## config.mk

```make
export PLATFORM = sky130hd
export DESIGN_NAME = cache_pipe
export DESIGN_NICKNAME = d
export VERILOG_FILES = /design/src/source/cache_pkg.sv /design/src/source/cache_pipe.sv
export SDC_FILE = /design/constraint.sdc
export NUM_CORES = 1
export LEC_CHECK = 0
export BUFFER_PORTS_ARGS = -buffer_cell sky130_fd_sc_hd__buf_2
export CORE_AREA = 2 2 333 335
export CTS_BUF_LIST = sky130_fd_sc_hd__clkbuf_8 sky130_fd_sc_hd__clkbuf_16
export CTS_CLUSTER_DIAMETER = 40
export DETAILED_ROUTE_END_ITERATION = 10
export DIE_AREA = 0 0 335 337
export PLACE_DENSITY = 0.34
export SLEW_MARGIN = 15
export SYNTH_ARGS = -nofsm -noshare
export SYNTH_HDL_FRONTEND = slang
export SYNTH_SLANG_ARGS = --single-unit
```

## constraint.sdc

```tcl
create_clock -name clk -period 4.15 [get_ports clk]
set_input_delay 0.415 -clock clk [delete_from_list [all_inputs] [get_ports clk]]
set_output_delay 0.415 -clock clk [all_outputs]
set_load 0.05 [all_outputs]
```

## src/source/cache_pkg.sv

```systemverilog
// geometry is fixed at 4 ways x 16 sets x 4 words; pointer and count widths assume these values
package cache_pkg;

  // ====================
  // geometry
  // ====================
  localparam int ADDR_WIDTH      = 16;
  localparam int WORD_WIDTH      = 32;
  localparam int NUM_WORDS_IN_CL = 4;
  localparam int NUM_WAYS        = 4;
  localparam int WAY_WIDTH       = 2;
  localparam int NUM_SETS        = 16;
  localparam int SET_WIDTH       = 4;
  localparam int OFFSET_WIDTH    = 2;
  localparam int BYTE_WIDTH      = 2;
  localparam int TAG_WIDTH       = 8;
  localparam int CL_WIDTH        = NUM_WORDS_IN_CL * WORD_WIDTH;
  // data array index is {set, way}
  localparam int CL_ADDR_WIDTH   = SET_WIDTH + WAY_WIDTH;

  // ====================
  // far memory queue
  // ====================
  localparam int FM_QUEUE_DEPTH  = 4;
  localparam int FM_PTR_WIDTH    = 2;
  // free count runs 0..FM_QUEUE_DEPTH
  localparam int FM_CNT_WIDTH    = 3;
  // one slot each for q2, q3 and the lookup being accepted
  localparam int FM_RESERVE      = 3;

  // ====================
  // opcodes and results
  // ====================
  typedef enum logic [1:0] {
    RD_LU,
    WR_LU,
    FILL_LU
  } t_lu_op;

  typedef enum logic [1:0] {
    NO_RSP,
    HIT,
    MISS,
    FILLED
  } t_lu_result;

  typedef enum logic {
    FILL_REQ_OP,
    DIRTY_EVICT_OP
  } t_fm_op;

  // address fields from the msb down
  typedef struct packed {
    logic [TAG_WIDTH-1:0]    tag;
    logic [SET_WIDTH-1:0]    set;
    logic [OFFSET_WIDTH-1:0] offset;
    logic [BYTE_WIDTH-1:0]   byte_idx;
  } t_lu_addr_fields;

  // same word seen raw or split
  typedef union packed {
    logic [ADDR_WIDTH-1:0] raw;
    t_lu_addr_fields       f;
  } t_lu_addr;

endpackage
```

## src/source/cache_pipe.sv

```systemverilog
// no forwarding; same-set lookups stall in q1 and each lookup pushes at most one far-memory entry
`timescale 1ns/1ns
module cache_pipe (
  input  logic                                                   clk,
  input  logic                                                   arst_n,
  // lookup request
  input  logic                                                   lu_valid,
  input  cache_pkg::t_lu_op                                      lu_op,
  input  cache_pkg::t_lu_addr                                    lu_addr,
  input  logic [cache_pkg::WORD_WIDTH-1:0]                       lu_data,
  input  logic [cache_pkg::CL_WIDTH-1:0]                         lu_cl_data,
  output logic                                                   lu_ready,
  // lookup response
  output logic                                                   lu_rsp_valid,
  output cache_pkg::t_lu_result                                  lu_rsp_result,
  output logic [cache_pkg::ADDR_WIDTH-1:0]                       lu_rsp_addr,
  output logic [cache_pkg::CL_WIDTH-1:0]                         lu_rsp_data,
  // tag array
  output logic                                                   tag_rd_en,
  output logic [cache_pkg::SET_WIDTH-1:0]                        tag_rd_set,
  input  logic [cache_pkg::NUM_WAYS-1:0]                         tag_rd_valid,
  input  logic [cache_pkg::NUM_WAYS-1:0][cache_pkg::TAG_WIDTH-1:0] tag_rd_tags,
  input  logic [cache_pkg::NUM_WAYS-1:0]                         tag_rd_mru,
  input  logic [cache_pkg::NUM_WAYS-1:0]                         tag_rd_modified,
  output logic                                                   tag_wr_en,
  output logic [cache_pkg::SET_WIDTH-1:0]                        tag_wr_set,
  output logic [cache_pkg::NUM_WAYS-1:0]                         tag_wr_valid,
  output logic [cache_pkg::NUM_WAYS-1:0][cache_pkg::TAG_WIDTH-1:0] tag_wr_tags,
  output logic [cache_pkg::NUM_WAYS-1:0]                         tag_wr_mru,
  output logic [cache_pkg::NUM_WAYS-1:0]                         tag_wr_modified,
  // data array
  output logic                                                   data_rd_en,
  output logic [cache_pkg::CL_ADDR_WIDTH-1:0]                    data_rd_addr,
  input  logic [cache_pkg::CL_WIDTH-1:0]                         data_rd_line,
  output logic                                                   data_wr_en,
  output logic [cache_pkg::CL_ADDR_WIDTH-1:0]                    data_wr_addr,
  output logic [cache_pkg::CL_WIDTH-1:0]                         data_wr_line,
  // far memory queue
  output logic                                                   fm_push,
  output cache_pkg::t_fm_op                                      fm_push_op,
  output logic [cache_pkg::ADDR_WIDTH-1:0]                       fm_push_addr,
  output logic [cache_pkg::CL_WIDTH-1:0]                         fm_push_data,
  input  logic [cache_pkg::FM_CNT_WIDTH-1:0]                     fm_free
);
  import cache_pkg::*;

  logic                 run_q;
  logic                 accept;
  // q2 stage
  logic                 q2_valid;
  t_lu_op               q2_op;
  t_lu_addr             q2_addr;
  logic [WORD_WIDTH-1:0] q2_data;
  logic [CL_WIDTH-1:0]  q2_cl_data;
  logic [NUM_WAYS-1:0]  hit_vec;
  logic                 hit;
  logic [WAY_WIDTH-1:0] hit_way;
  logic [WAY_WIDTH-1:0] victim_way;
  logic [WAY_WIDTH-1:0] sel_way;
  logic [NUM_WAYS-1:0]  touch_vec;
  logic                 q2_evict;
  // q3 stage
  logic                 q3_valid;
  t_lu_op               q3_op;
  t_lu_addr             q3_addr;
  logic [WORD_WIDTH-1:0] q3_data;
  logic [CL_WIDTH-1:0]  q3_cl_data;
  logic                 q3_hit;
  logic [WAY_WIDTH-1:0] q3_way;
  logic                 q3_evict;
  logic [TAG_WIDTH-1:0] q3_evict_tag;
  logic [CL_WIDTH-1:0]  merged_line;
  t_lu_addr             line_addr;
  t_lu_addr             evict_addr;

  // ====================
  // q1
  // ====================
  // goes high on the first edge after reset
  always_ff @(posedge clk or negedge arst_n) begin
    if (!arst_n) begin
      run_q <= 1'b0;
    end else begin
      run_q <= 1'b1;
    end
  end

  // stall on a set still in q2 or q3, or when the queue cannot absorb three pushes
  assign lu_ready = run_q
                 && !(q2_valid && (q2_addr.f.set == lu_addr.f.set))
                 && !(q3_valid && (q3_addr.f.set == lu_addr.f.set))
                 && (fm_free >= FM_CNT_WIDTH'(FM_RESERVE));
  assign accept     = lu_valid && lu_ready;
  assign tag_rd_en  = accept;
  assign tag_rd_set = lu_addr.f.set;

  always_ff @(posedge clk or negedge arst_n) begin
    if (!arst_n) begin
      q2_valid <= 1'b0;
      q3_valid <= 1'b0;
    end else begin
      q2_valid <= accept;
      q3_valid <= q2_valid;
    end
  end

  // q1 payload into q2
  always_ff @(posedge clk) begin
    q2_op      <= lu_op;
    q2_addr    <= lu_addr;
    q2_data    <= lu_data;
    q2_cl_data <= lu_cl_data;
  end

  // ====================
  // q2
  // ====================
  // tag compare and way select
  always_comb begin
    hit_way    = '0;
    victim_way = '0;
    for (int w = 0; w < NUM_WAYS; w++) begin
      hit_vec[w] = q2_valid && tag_rd_valid[w] && (tag_rd_tags[w] == q2_addr.f.tag);
    end
    for (int w = NUM_WAYS - 1; w >= 0; w--) begin
      if (hit_vec[w]) hit_way = WAY_WIDTH'(w);
    end
    // lowest way with mru clear
    for (int w = NUM_WAYS - 1; w >= 0; w--) begin
      if (!tag_rd_mru[w]) victim_way = WAY_WIDTH'(w);
    end
    // an invalid way wins over the mru choice
    for (int w = NUM_WAYS - 1; w >= 0; w--) begin
      if (!tag_rd_valid[w]) victim_way = WAY_WIDTH'(w);
    end
  end

  assign hit = |hit_vec;
  // fill to a resident line reuses its way
  assign sel_way = hit ? hit_way : victim_way;

  // only a fill that displaces a modified line evicts
  assign q2_evict = q2_valid && (q2_op == FILL_LU) && !hit
                 && tag_rd_valid[sel_way] && tag_rd_modified[sel_way];

  // set update; misses leave the set untouched
  always_comb begin
    touch_vec          = '0;
    touch_vec[sel_way] = 1'b1;
    tag_wr_en          = q2_valid && ((q2_op == FILL_LU) || hit);
    tag_wr_set         = q2_addr.f.set;
    tag_wr_valid       = tag_rd_valid;
    tag_wr_tags        = tag_rd_tags;
    tag_wr_modified    = tag_rd_modified;
    tag_wr_mru         = tag_rd_mru | touch_vec;
    // an all-set mru vector restarts from the touched way
    if (&tag_wr_mru) tag_wr_mru = touch_vec;
    if ((q2_op == WR_LU) && hit) tag_wr_modified = tag_rd_modified | touch_vec;
    if (q2_op == FILL_LU) begin
      tag_wr_valid         = tag_rd_valid | touch_vec;
      tag_wr_tags[sel_way] = q2_addr.f.tag;
      tag_wr_modified      = tag_rd_modified & ~touch_vec;
    end
  end

  // fetch hit line or victim's old line
  assign data_rd_en   = q2_valid;
  assign data_rd_addr = {q2_addr.f.set, sel_way};

  always_ff @(posedge clk) begin
    q3_op        <= q2_op;
    q3_addr      <= q2_addr;
    q3_data      <= q2_data;
    q3_cl_data   <= q2_cl_data;
    q3_hit       <= hit;
    q3_way       <= sel_way;
    q3_evict     <= q2_evict;
    q3_evict_tag <= tag_rd_tags[sel_way];
  end

  // ====================
  // q3
  // ====================
  // response
  assign lu_rsp_valid  = q3_valid;
  assign lu_rsp_result = !q3_valid          ? NO_RSP :
                         (q3_op == FILL_LU) ? FILLED :
                         q3_hit             ? HIT    : MISS;
  assign lu_rsp_addr   = q3_addr.raw;
  assign lu_rsp_data   = (q3_op == FILL_LU)          ? q3_cl_data   :
                         ((q3_op == RD_LU) && q3_hit) ? data_rd_line : '0;

  // one word replaced at its offset
  always_comb begin
    for (int w = 0; w < NUM_WORDS_IN_CL; w++) begin
      if (OFFSET_WIDTH'(w) == q3_addr.f.offset) begin
        merged_line[w*WORD_WIDTH +: WORD_WIDTH] = q3_data;
      end else begin
        merged_line[w*WORD_WIDTH +: WORD_WIDTH] = data_rd_line[w*WORD_WIDTH +: WORD_WIDTH];
      end
    end
  end

  assign data_wr_en   = q3_valid && ((q3_op == FILL_LU) || ((q3_op == WR_LU) && q3_hit));
  assign data_wr_addr = {q3_addr.f.set, q3_way};
  assign data_wr_line = (q3_op == FILL_LU) ? q3_cl_data : merged_line;

  // line address and the evict address rebuilt from the old tag
  always_comb begin
    line_addr            = q3_addr;
    line_addr.f.offset   = '0;
    line_addr.f.byte_idx = '0;
    evict_addr           = line_addr;
    evict_addr.f.tag     = q3_evict_tag;
  end

  // a read or write miss asks for the line and a dirty fill victim goes out
  assign fm_push      = q3_valid && (((q3_op != FILL_LU) && !q3_hit) || q3_evict);
  assign fm_push_op   = q3_evict ? DIRTY_EVICT_OP : FILL_REQ_OP;
  assign fm_push_addr = q3_evict ? evict_addr.raw : line_addr.raw;
  assign fm_push_data = q3_evict ? data_rd_line : '0;

  // a tag is resident in one way at most
  a_hit_onehot: assert property (
    @(posedge clk) disable iff (!arst_n)
    $onehot0(hit_vec)
  );

  // the lu_ready reservation keeps the queue from overflowing
  a_push_has_room: assert property (
    @(posedge clk) disable iff (!arst_n)
    fm_push |-> (fm_free != '0)
  );

endmodule

```

==> results.sh, run 1 <==
export IMPL_syn_instance_count=1482
export IMPL_hpwl_mm=66.6
export IMPL_drt_pass1_iter_count=4
export IMPL_ys_ff_latch=371
export IMPL_synth_seq_area_share_pct=53.5
export IMPL_cts_path_max_buffers=3
export IMPL_required_ps=3730
export IMPL_total_power_w=0.0124
export IMPL_synth_avg_cell_area_um2=9.39
export IMPL_most_common_layout_cells="buf_2 (841), nand2_1 (396), dfxtp_1 (363)"
export IMPL_crit_arrival_ps=3500
export IMPL_final_common_cell="buf_2"
export IMPL_clock_sinks=371
export IMPL_htreeDepth=3
export IMPL_critPathMaxFanout=9
export IMPL_ir_worst_vdd_v=0.000297
export IMPL_core_area_mm2=0.110
export IMPL_finalMaxSlewViolations=0
export IMPL_ant_nets=0
export IMPL_finalCritPeriodShare_pct=94.3
export IMPL_die_area_mm2=0.113
export IMPL_cts_root_buffer="clkbuf_16"
export IMPL_finalClockSkew_ps=22.8
export IMPL_endpoint="tag_wr_tags[22]"
export IMPL_powerDensity_mw_per_mm2=512
export IMPL_io_pins=846
export IMPL_instances_no_fill=3990
export IMPL_hp_class="in2reg"
export IMPL_maxCapViolations=0
export IMPL_die_w_um=335
export IMPL_setup_ws_ps=235
export IMPL_pre_cts_ws_ps=478
export IMPL_critPathLaunch="q2_addr[15]$_DFF_P_"
export IMPL_grt_usage_pct=13.9
export IMPL_tightest_slew_ps=980
export IMPL_ys_warn_count=0
export IMPL_start_util_pct=12.7
export IMPL_wirelength_mm=82.7
export IMPL_cp_top_family="simple AND/OR/NAND/NOR gates"
export IMPL_rr_startpoint="q2_addr[15]$_DFF_P_"
export IMPL_cp_end_kind="primary output"
export IMPL_drive_gt1_share_pct=41.7
export IMPL_syn_area_mm2=0.0139
export IMPL_drtIter0Drc=654
export IMPL_reg2reg_to="q3_evict$_DFF_P_"
export IMPL_nFillCells=12200
export IMPL_cts_inserted_buffers=76
export IMPL_max_stage_delay_ps=450
export IMPL_viasPerCell=3.61
export IMPL_max_freq_mhz=255
export IMPL_worstSetupPathDepth=9
export IMPL_rsz0062_at_grt="no"
export IMPL_final_nets=2854
export IMPL_wire_per_inst_um=20.7
export IMPL_grt_overflow_total=0
export IMPL_maxSlewHeadroom_pct=34.7
export IMPL_fp_dieH_um=337
export IMPL_grt_max_degree=108
export IMPL_slowest_stage="nor4_1"
export IMPL_first_global_vias=14500
export IMPL_post_cts_setup_buffers=0
export IMPL_ff2ff_path_depth=9
export IMPL_power_leakage_nw=12.1
export IMPL_path_cells="buf_4 -> xor2_1 -> nor4_1 -> nand3_2 -> and2_1 -> o21ai_0 -> or2_2 -> mux2_2 -> buf_2"
export IMPL_regToRegSetupSlack_ps=1460
export IMPL_cts_tree="yes"
export IMPL_min_period_ps=3920
export IMPL_setup_viol_count_final=0
export IMPL_grt_pass1_wl_mm=110
export IMPL_antenna_found_initial=6
export IMPL_outcome="completed"
export IMPL_route_vias_total=14400
export IMPL_setup_worst_path_start_class="flop"
export IMPL_insertion_delay_ps=620
export IMPL_path_class="reg2out"
export IMPL_worstPathBufferInverterCount=2
export IMPL_gp_congestion=0.867
export IMPL_placed_cells=3667
export IMPL_ys_types=48
export IMPL_fin_tns_setup_ps=0
export IMPL_numPortBuffers=841
export IMPL_drc_errors=0
export IMPL_row_count=122
export IMPL_syn2layout_area_growth_pct=74.2
export IMPL_hold_violations=0
export IMPL_path_clk_slew_ps=40
[timing repair]
item	in CTS	in global routing
pin swaps	0	0
resized for setup	3	5
hold buffers	179	0
endpoints found under the hold margin	181	0
setup endpoints to repair	36	17
[flip-flops by register name, indices dropped and copies added (netlist names)]
register / flops
q3_evict: 1
lu_rsp_addr: 16
lu_rsp_valid: 1
q2_addr: 16
q2_cl_data: 128
run_q: 1
q3_hit: 1
q3_data: 32
q2_data: 32
data_rd_en: 1
q2_op: 2
q3_cl_data: 128
q3_op: 2
q3_evict_tag: 8
q3_way: 2
[stage by stage]
step | utilization (%) | hold WS [ps] | instance area (um^2)
global placement | 18.0 | 219 | 19700
CTS | 22.1 | 49.6 | 24200
floorplan | - | 119 | 13900
finish | 22.1 | 119 | 24300
detailed placement | 18.0 | 222 | 19700
global route | 22.1 | 67.4 | 24200
[routing by layer]
metal  part of all wire, %  global-route usage [%]  vias to the layer above
li1                      -                       -                     6918
met1                    40                    16.0                     6720
met2                    49                    24.0                      643
met3                   7.9                    4.95                      124
met4                   2.9                    4.63                        6
met5                 0.045                       0                        -
[power breakdown]
part	total, W	internal, W	switching (W)	leakage, nW
logic	0.00210	0.000589	0.00151	7.60
clock network	0.00644	0.00431	0.00213	1.35
registers	0.00388	0.00377	0.000109	3.14
[synth_stat cells, drive strengths merged]
cell type  instances  area (um^2)
a211oi             8         60.1
a21boi             1         7.51
a21o               2         15.0
a21oi             10         50.1
a2bb2oi            1         8.76
a311o              1         10.0
a31oi              6         37.5
and2             138          863
and3               8         50.1
buf               45          292
clkbuf            68          255
conb               2         7.51
dfrtp              3         75.1
dfxtp            368         7370
inv                8         30.0
mux2              40          480
mux2i            136         1360
nand2            397         1490
nand2b             1         6.26
nand3              8         40.0
nand4              2         12.5
nor2               6         41.3
nor2b              6         37.5
nor3              12         65.1
nor3b              2         26.3
nor4               4         31.3
nor4b              1         8.76
o211ai             2         15.0
o21a               3         22.5
o21ai            143          716
o22ai              1         6.26
o311ai             3         43.8
o32ai              1         8.76
or2                4         25.0
or3                1         6.26
xnor2             15          131
xor2              25          219
[cell type report]
class	count	area, um^2	share of cell area, %
Antenna cell	3	7.51	0.0310
Clock buffer	90	2130	8.78
Clock inverter	51	608	2.51
Inverter	8	30.0	0.124
Multi-Input combinational cell	993	5970	24.6
Sequential cell	371	7450	30.7
Tap cell	1426	1780	7.36
Timing Repair Buffer	1048	6270	25.9
[how the worst min path moves through the flow]
stage	from	to	slack (ps)	depth (start not counted)
after CTS	lu_valid	data_rd_en$_DFF_PN0_	50	2
after floorplan	arst_n	data_rd_en$_DFF_PN0_	120	0
after global routing	lu_valid	data_rd_en$_DFF_PN0_	70	2
after detailed placement	arst_n	run_q$_DFF_PN0_	220	1
final	lu_valid	data_rd_en$_DFF_PN0_	120	2
after global placement	arst_n	run_q$_DFF_PN0_	220	1
[kinds of logic (layout without fill, tap and decap cells)]
family	count (synthesis)	count (layout)	share of synthesized area, %
other cells	2	8	0.0539
mux	176	176	13.2
xor+xnor	40	40	2.52
compound gates	182	182	7.19
buf+inv	121	1197	4.14
simple gates	590	590	19.4
flops	371	371	53.5
(Power assumes the default switching activity.)
==> run 2: changes to the inputs <==
Settings changed: ABC_AREA set to 1, CORE_AREA 2 2 333 335 to 2 2 332 334, DIE_AREA 0 0 335 337 to 0 0 334 336, GPL_TIMING_DRIVEN set to 0, PLACE_DENSITY 0.34 to 0.35.
==> run 2 against run 1 <==
- count of clock-buffer cells in the layout up 3
- hold slack worse by 60 ps
- register-to-register slack better by 250 ps
- die area down 0.59%
- utilization up 1.6 points
- highest routed layer unchanged
- largest power group unchanged
- critical endpoint is now tag_wr_tags[30]
- non-clock buffer count up 123
- wire length up 38%
- first-iteration DRC count up 50%
- cell count up 14%
- maximum frequency down 0.76%
==> results.sh, run 2 <==
export IMPL_setup_worst_path_start_class="flop"
export IMPL_yosysMostFrequentCell="dfxtp_1"
export IMPL_min_period_ps=3950
export IMPL_most_common_layout_cells="buf_2 (844), dfxtp_1 (367), inv_1 (340)"
export IMPL_instances_no_fill=4546
export IMPL_grt_max_degree=14
export IMPL_fp_dieH_um=336
export IMPL_cts_root_buffer="clkbuf_16"
export IMPL_finalClockSkew_ps=51.0
export IMPL_drc_errors=0
export IMPL_clock_sinks=371
export IMPL_grt_overflow_total=0
export IMPL_placed_cells=4211
export IMPL_final_common_cell="buf_2"
export IMPL_antenna_found_initial=20
export IMPL_max_stage_delay_ps=590
export IMPL_ant_nets=0
export IMPL_row_count=121
export IMPL_required_ps=3730
export IMPL_fin_tns_setup_ps=0
export IMPL_multi_input_area_mm2=0.00553
export IMPL_ir_worst_vdd_v=0.000292
export IMPL_maxCapViolations=0
export IMPL_numPortBuffers=841
export IMPL_finalCritPeriodShare_pct=95.1
export IMPL_cts_path_max_buffers=3
export IMPL_regArea_mm2=0.00744
export IMPL_wirelength_mm=114
export IMPL_htreeDepth=3
export IMPL_setup_viol_count_final=0
export IMPL_path_clk_slew_ps=50
export IMPL_yosys_area_top_type="dfxtp_1"
export IMPL_route_vias_total=18200
export IMPL_syn_area_mm2=0.0150
export IMPL_drtIter0Drc=983
export IMPL_path_cells="inv_2 -> nand2_1 -> nand2_1 -> nor2_1 -> nand3_1 -> nor2_4 -> inv_2 -> nand2_4 -> nand2_8 -> nand2_8 -> nand2_4 -> inv_4 -> nand2_4 -> buf_6 -> o21ai_2 -> buf_2"
export IMPL_path_class="reg2out"
export IMPL_path_common_cell="nand2_4"
export IMPL_first_global_vias=18200
export IMPL_die_w_um=334
export IMPL_synth_edf_count=0
export IMPL_io_pins=846
export IMPL_finalMaxSlewViolations=0
export IMPL_synth_seq_area_share_pct=49.8
export IMPL_synth_common_cells="dfxtp_1 (368), nand2_1 (335), inv_1 (332), o21ai_0 (228), o22ai_1 (128)"
export IMPL_die_area_mm2=0.112
export IMPL_viasPerCell=4.01
export IMPL_synth_area_leaders="dfxtp_1 (49%), nand2_1 (8.4%), inv_1 (8.3%), o21ai_0 (7.6%), o22ai_1 (5.4%)"
export IMPL_post_cts_setup_buffers=0
export IMPL_final_nets=3417
export IMPL_gp_congestion=0.865
export IMPL_powerDensity_mw_per_mm2=504
export IMPL_synth_avg_cell_area_um2=7.67
export IMPL_maxSlewHeadroom_pct=15.3
export IMPL_drt_pass1_iter_count=5
export IMPL_cts_inserted_buffers=82
export IMPL_synth_main_ff_cell="dfxtp_1"
export IMPL_rsz0062_at_grt="no"
export IMPL_max_freq_mhz=253
export IMPL_nFillCells=12300
export IMPL_hp_class="in2reg"
export IMPL_ys_types=43
export IMPL_synth_top_area_share_pct=49.3
export IMPL_syn2layout_area_growth_pct=72.0
export IMPL_hold_violations=0
export IMPL_slowest_stage="dfxtp_1"
export IMPL_synth_async_reset_ratio_pct=0.809
export IMPL_drive_gt1_share_pct=35.1
export IMPL_tightest_slew_ps=1270
export IMPL_place_area_mm2=0.0210
export IMPL_syn_instance_count=1951
export IMPL_ys_ff_latch=371
export IMPL_insertion_delay_ps=650
export IMPL_hpwl_mm=92.9
export IMPL_cts_tree="yes"
export IMPL_setup_ws_ps=205
export IMPL_largestRegisters="q2_cl_data: 128 flops, q3_cl_data: 128 flops"
export IMPL_fin_area_mm2=0.0257
export IMPL_grt_usage_pct=19.6
export IMPL_power_leakage_nw=13.6
export IMPL_outcome="completed"
export IMPL_crit_arrival_ps=3530
export IMPL_pre_cts_ws_ps=-92.2
export IMPL_core_area_mm2=0.108
export IMPL_ys_warn_count=0
export IMPL_wire_per_inst_um=25.1
export IMPL_grt_pass1_wl_mm=151
export IMPL_start_util_pct=13.8
export IMPL_critPathMaxFanout=10
export IMPL_cp_end_kind="primary output"
run 2: power by group:
part	total (W)	internal, W	switching, W
sequential	0.00394	0.00377	0.000173
clock	0.00669	0.00435	0.00234
combinational	0.00233	0.000599	0.00173
run 2: cell families after synthesis:
logic type,count (synthesis),share of synthesized area [%]
AOI/OAI and AO/OA,455,17.7
xor gates and xnor gates,13,0.761
buffers and inverters,499,13.4
DFF,371,49.8
other,2,0.0502
and+or+nand+nor,611,18.3
run 2: worst paths after layout:
path / to / slack [ps] / startpoint / cells past startpoint
min in group asynchronous: run_q$_DFF_PN0_ / 90 / arst_n / 2
min reg2reg: q3_cl_data[106]$_DFF_P_ / 270 / q2_cl_data[106]$_DFF_P_ / 0
min: q3_evict_tag[2]$_DFF_P_ / 60 / tag_rd_tags[26] / 3
max reg2reg: q3_evict_tag[4]$_DFF_P_ / 1710 / q2_addr[14]$_DFF_P_ / 13
max: tag_wr_tags[30] / 200 / q2_addr[14]$_DFF_P_ / 16
max in group asynchronous: data_rd_en$_DFF_PN0_ / 3930 / arst_n / 2
run 2: what timing repair did:
item,4_1_cts,5_1_grt
endpoints found under the hold margin,183,0
hold buffers,181,0
endpoints found under the setup margin,224,5
resized for setup,8,4
run 2: final cells by class:
cell class,count,share of cell area [%]
Tap cell,1414,6.88
Multi-Input combinational cell,1084,21.5
Clock buffer,93,8.57
Timing Repair Buffer,1024,23.6
Inverter,351,5.17
Clock inverter,57,2.63
Antenna cell,5,0.0486
Sequential cell,371,28.9
Buffer,147,2.68
run 2: per-stage QoR:
stage / util (%) / power [W] / hold slack (ps)
after floorplan: - / 0.00525 / 119
after global placement: 19.3 / 0.00622 / 226
after detailed placement: 19.4 / 0.00622 / 223
after CTS: 23.7 / 0.0132 / 3.56
after global routing: 23.7 / 0.0134 / 34.5
final: 23.7 / 0.0130 / 59.8
run 2: layer usage:
metal  part of all wire [%]  up-vias  GRT usage (%)
met5                  0.062        -              0
met4                    2.6       10           5.87
li1                       -     8549              -
met1                     39     8683           22.2
met2                     49      854           34.8
met3                    8.6      142           6.55
run 2: critical path: cells and delay by family (launching register included):
family / cells / cell delay (ps)
AND/OR/NAND/NOR: 10 / 1090
flip-flops: 1 / 590
AO/OA/AOI/OAI: 1 / 220
buffers and inverters: 5 / 960
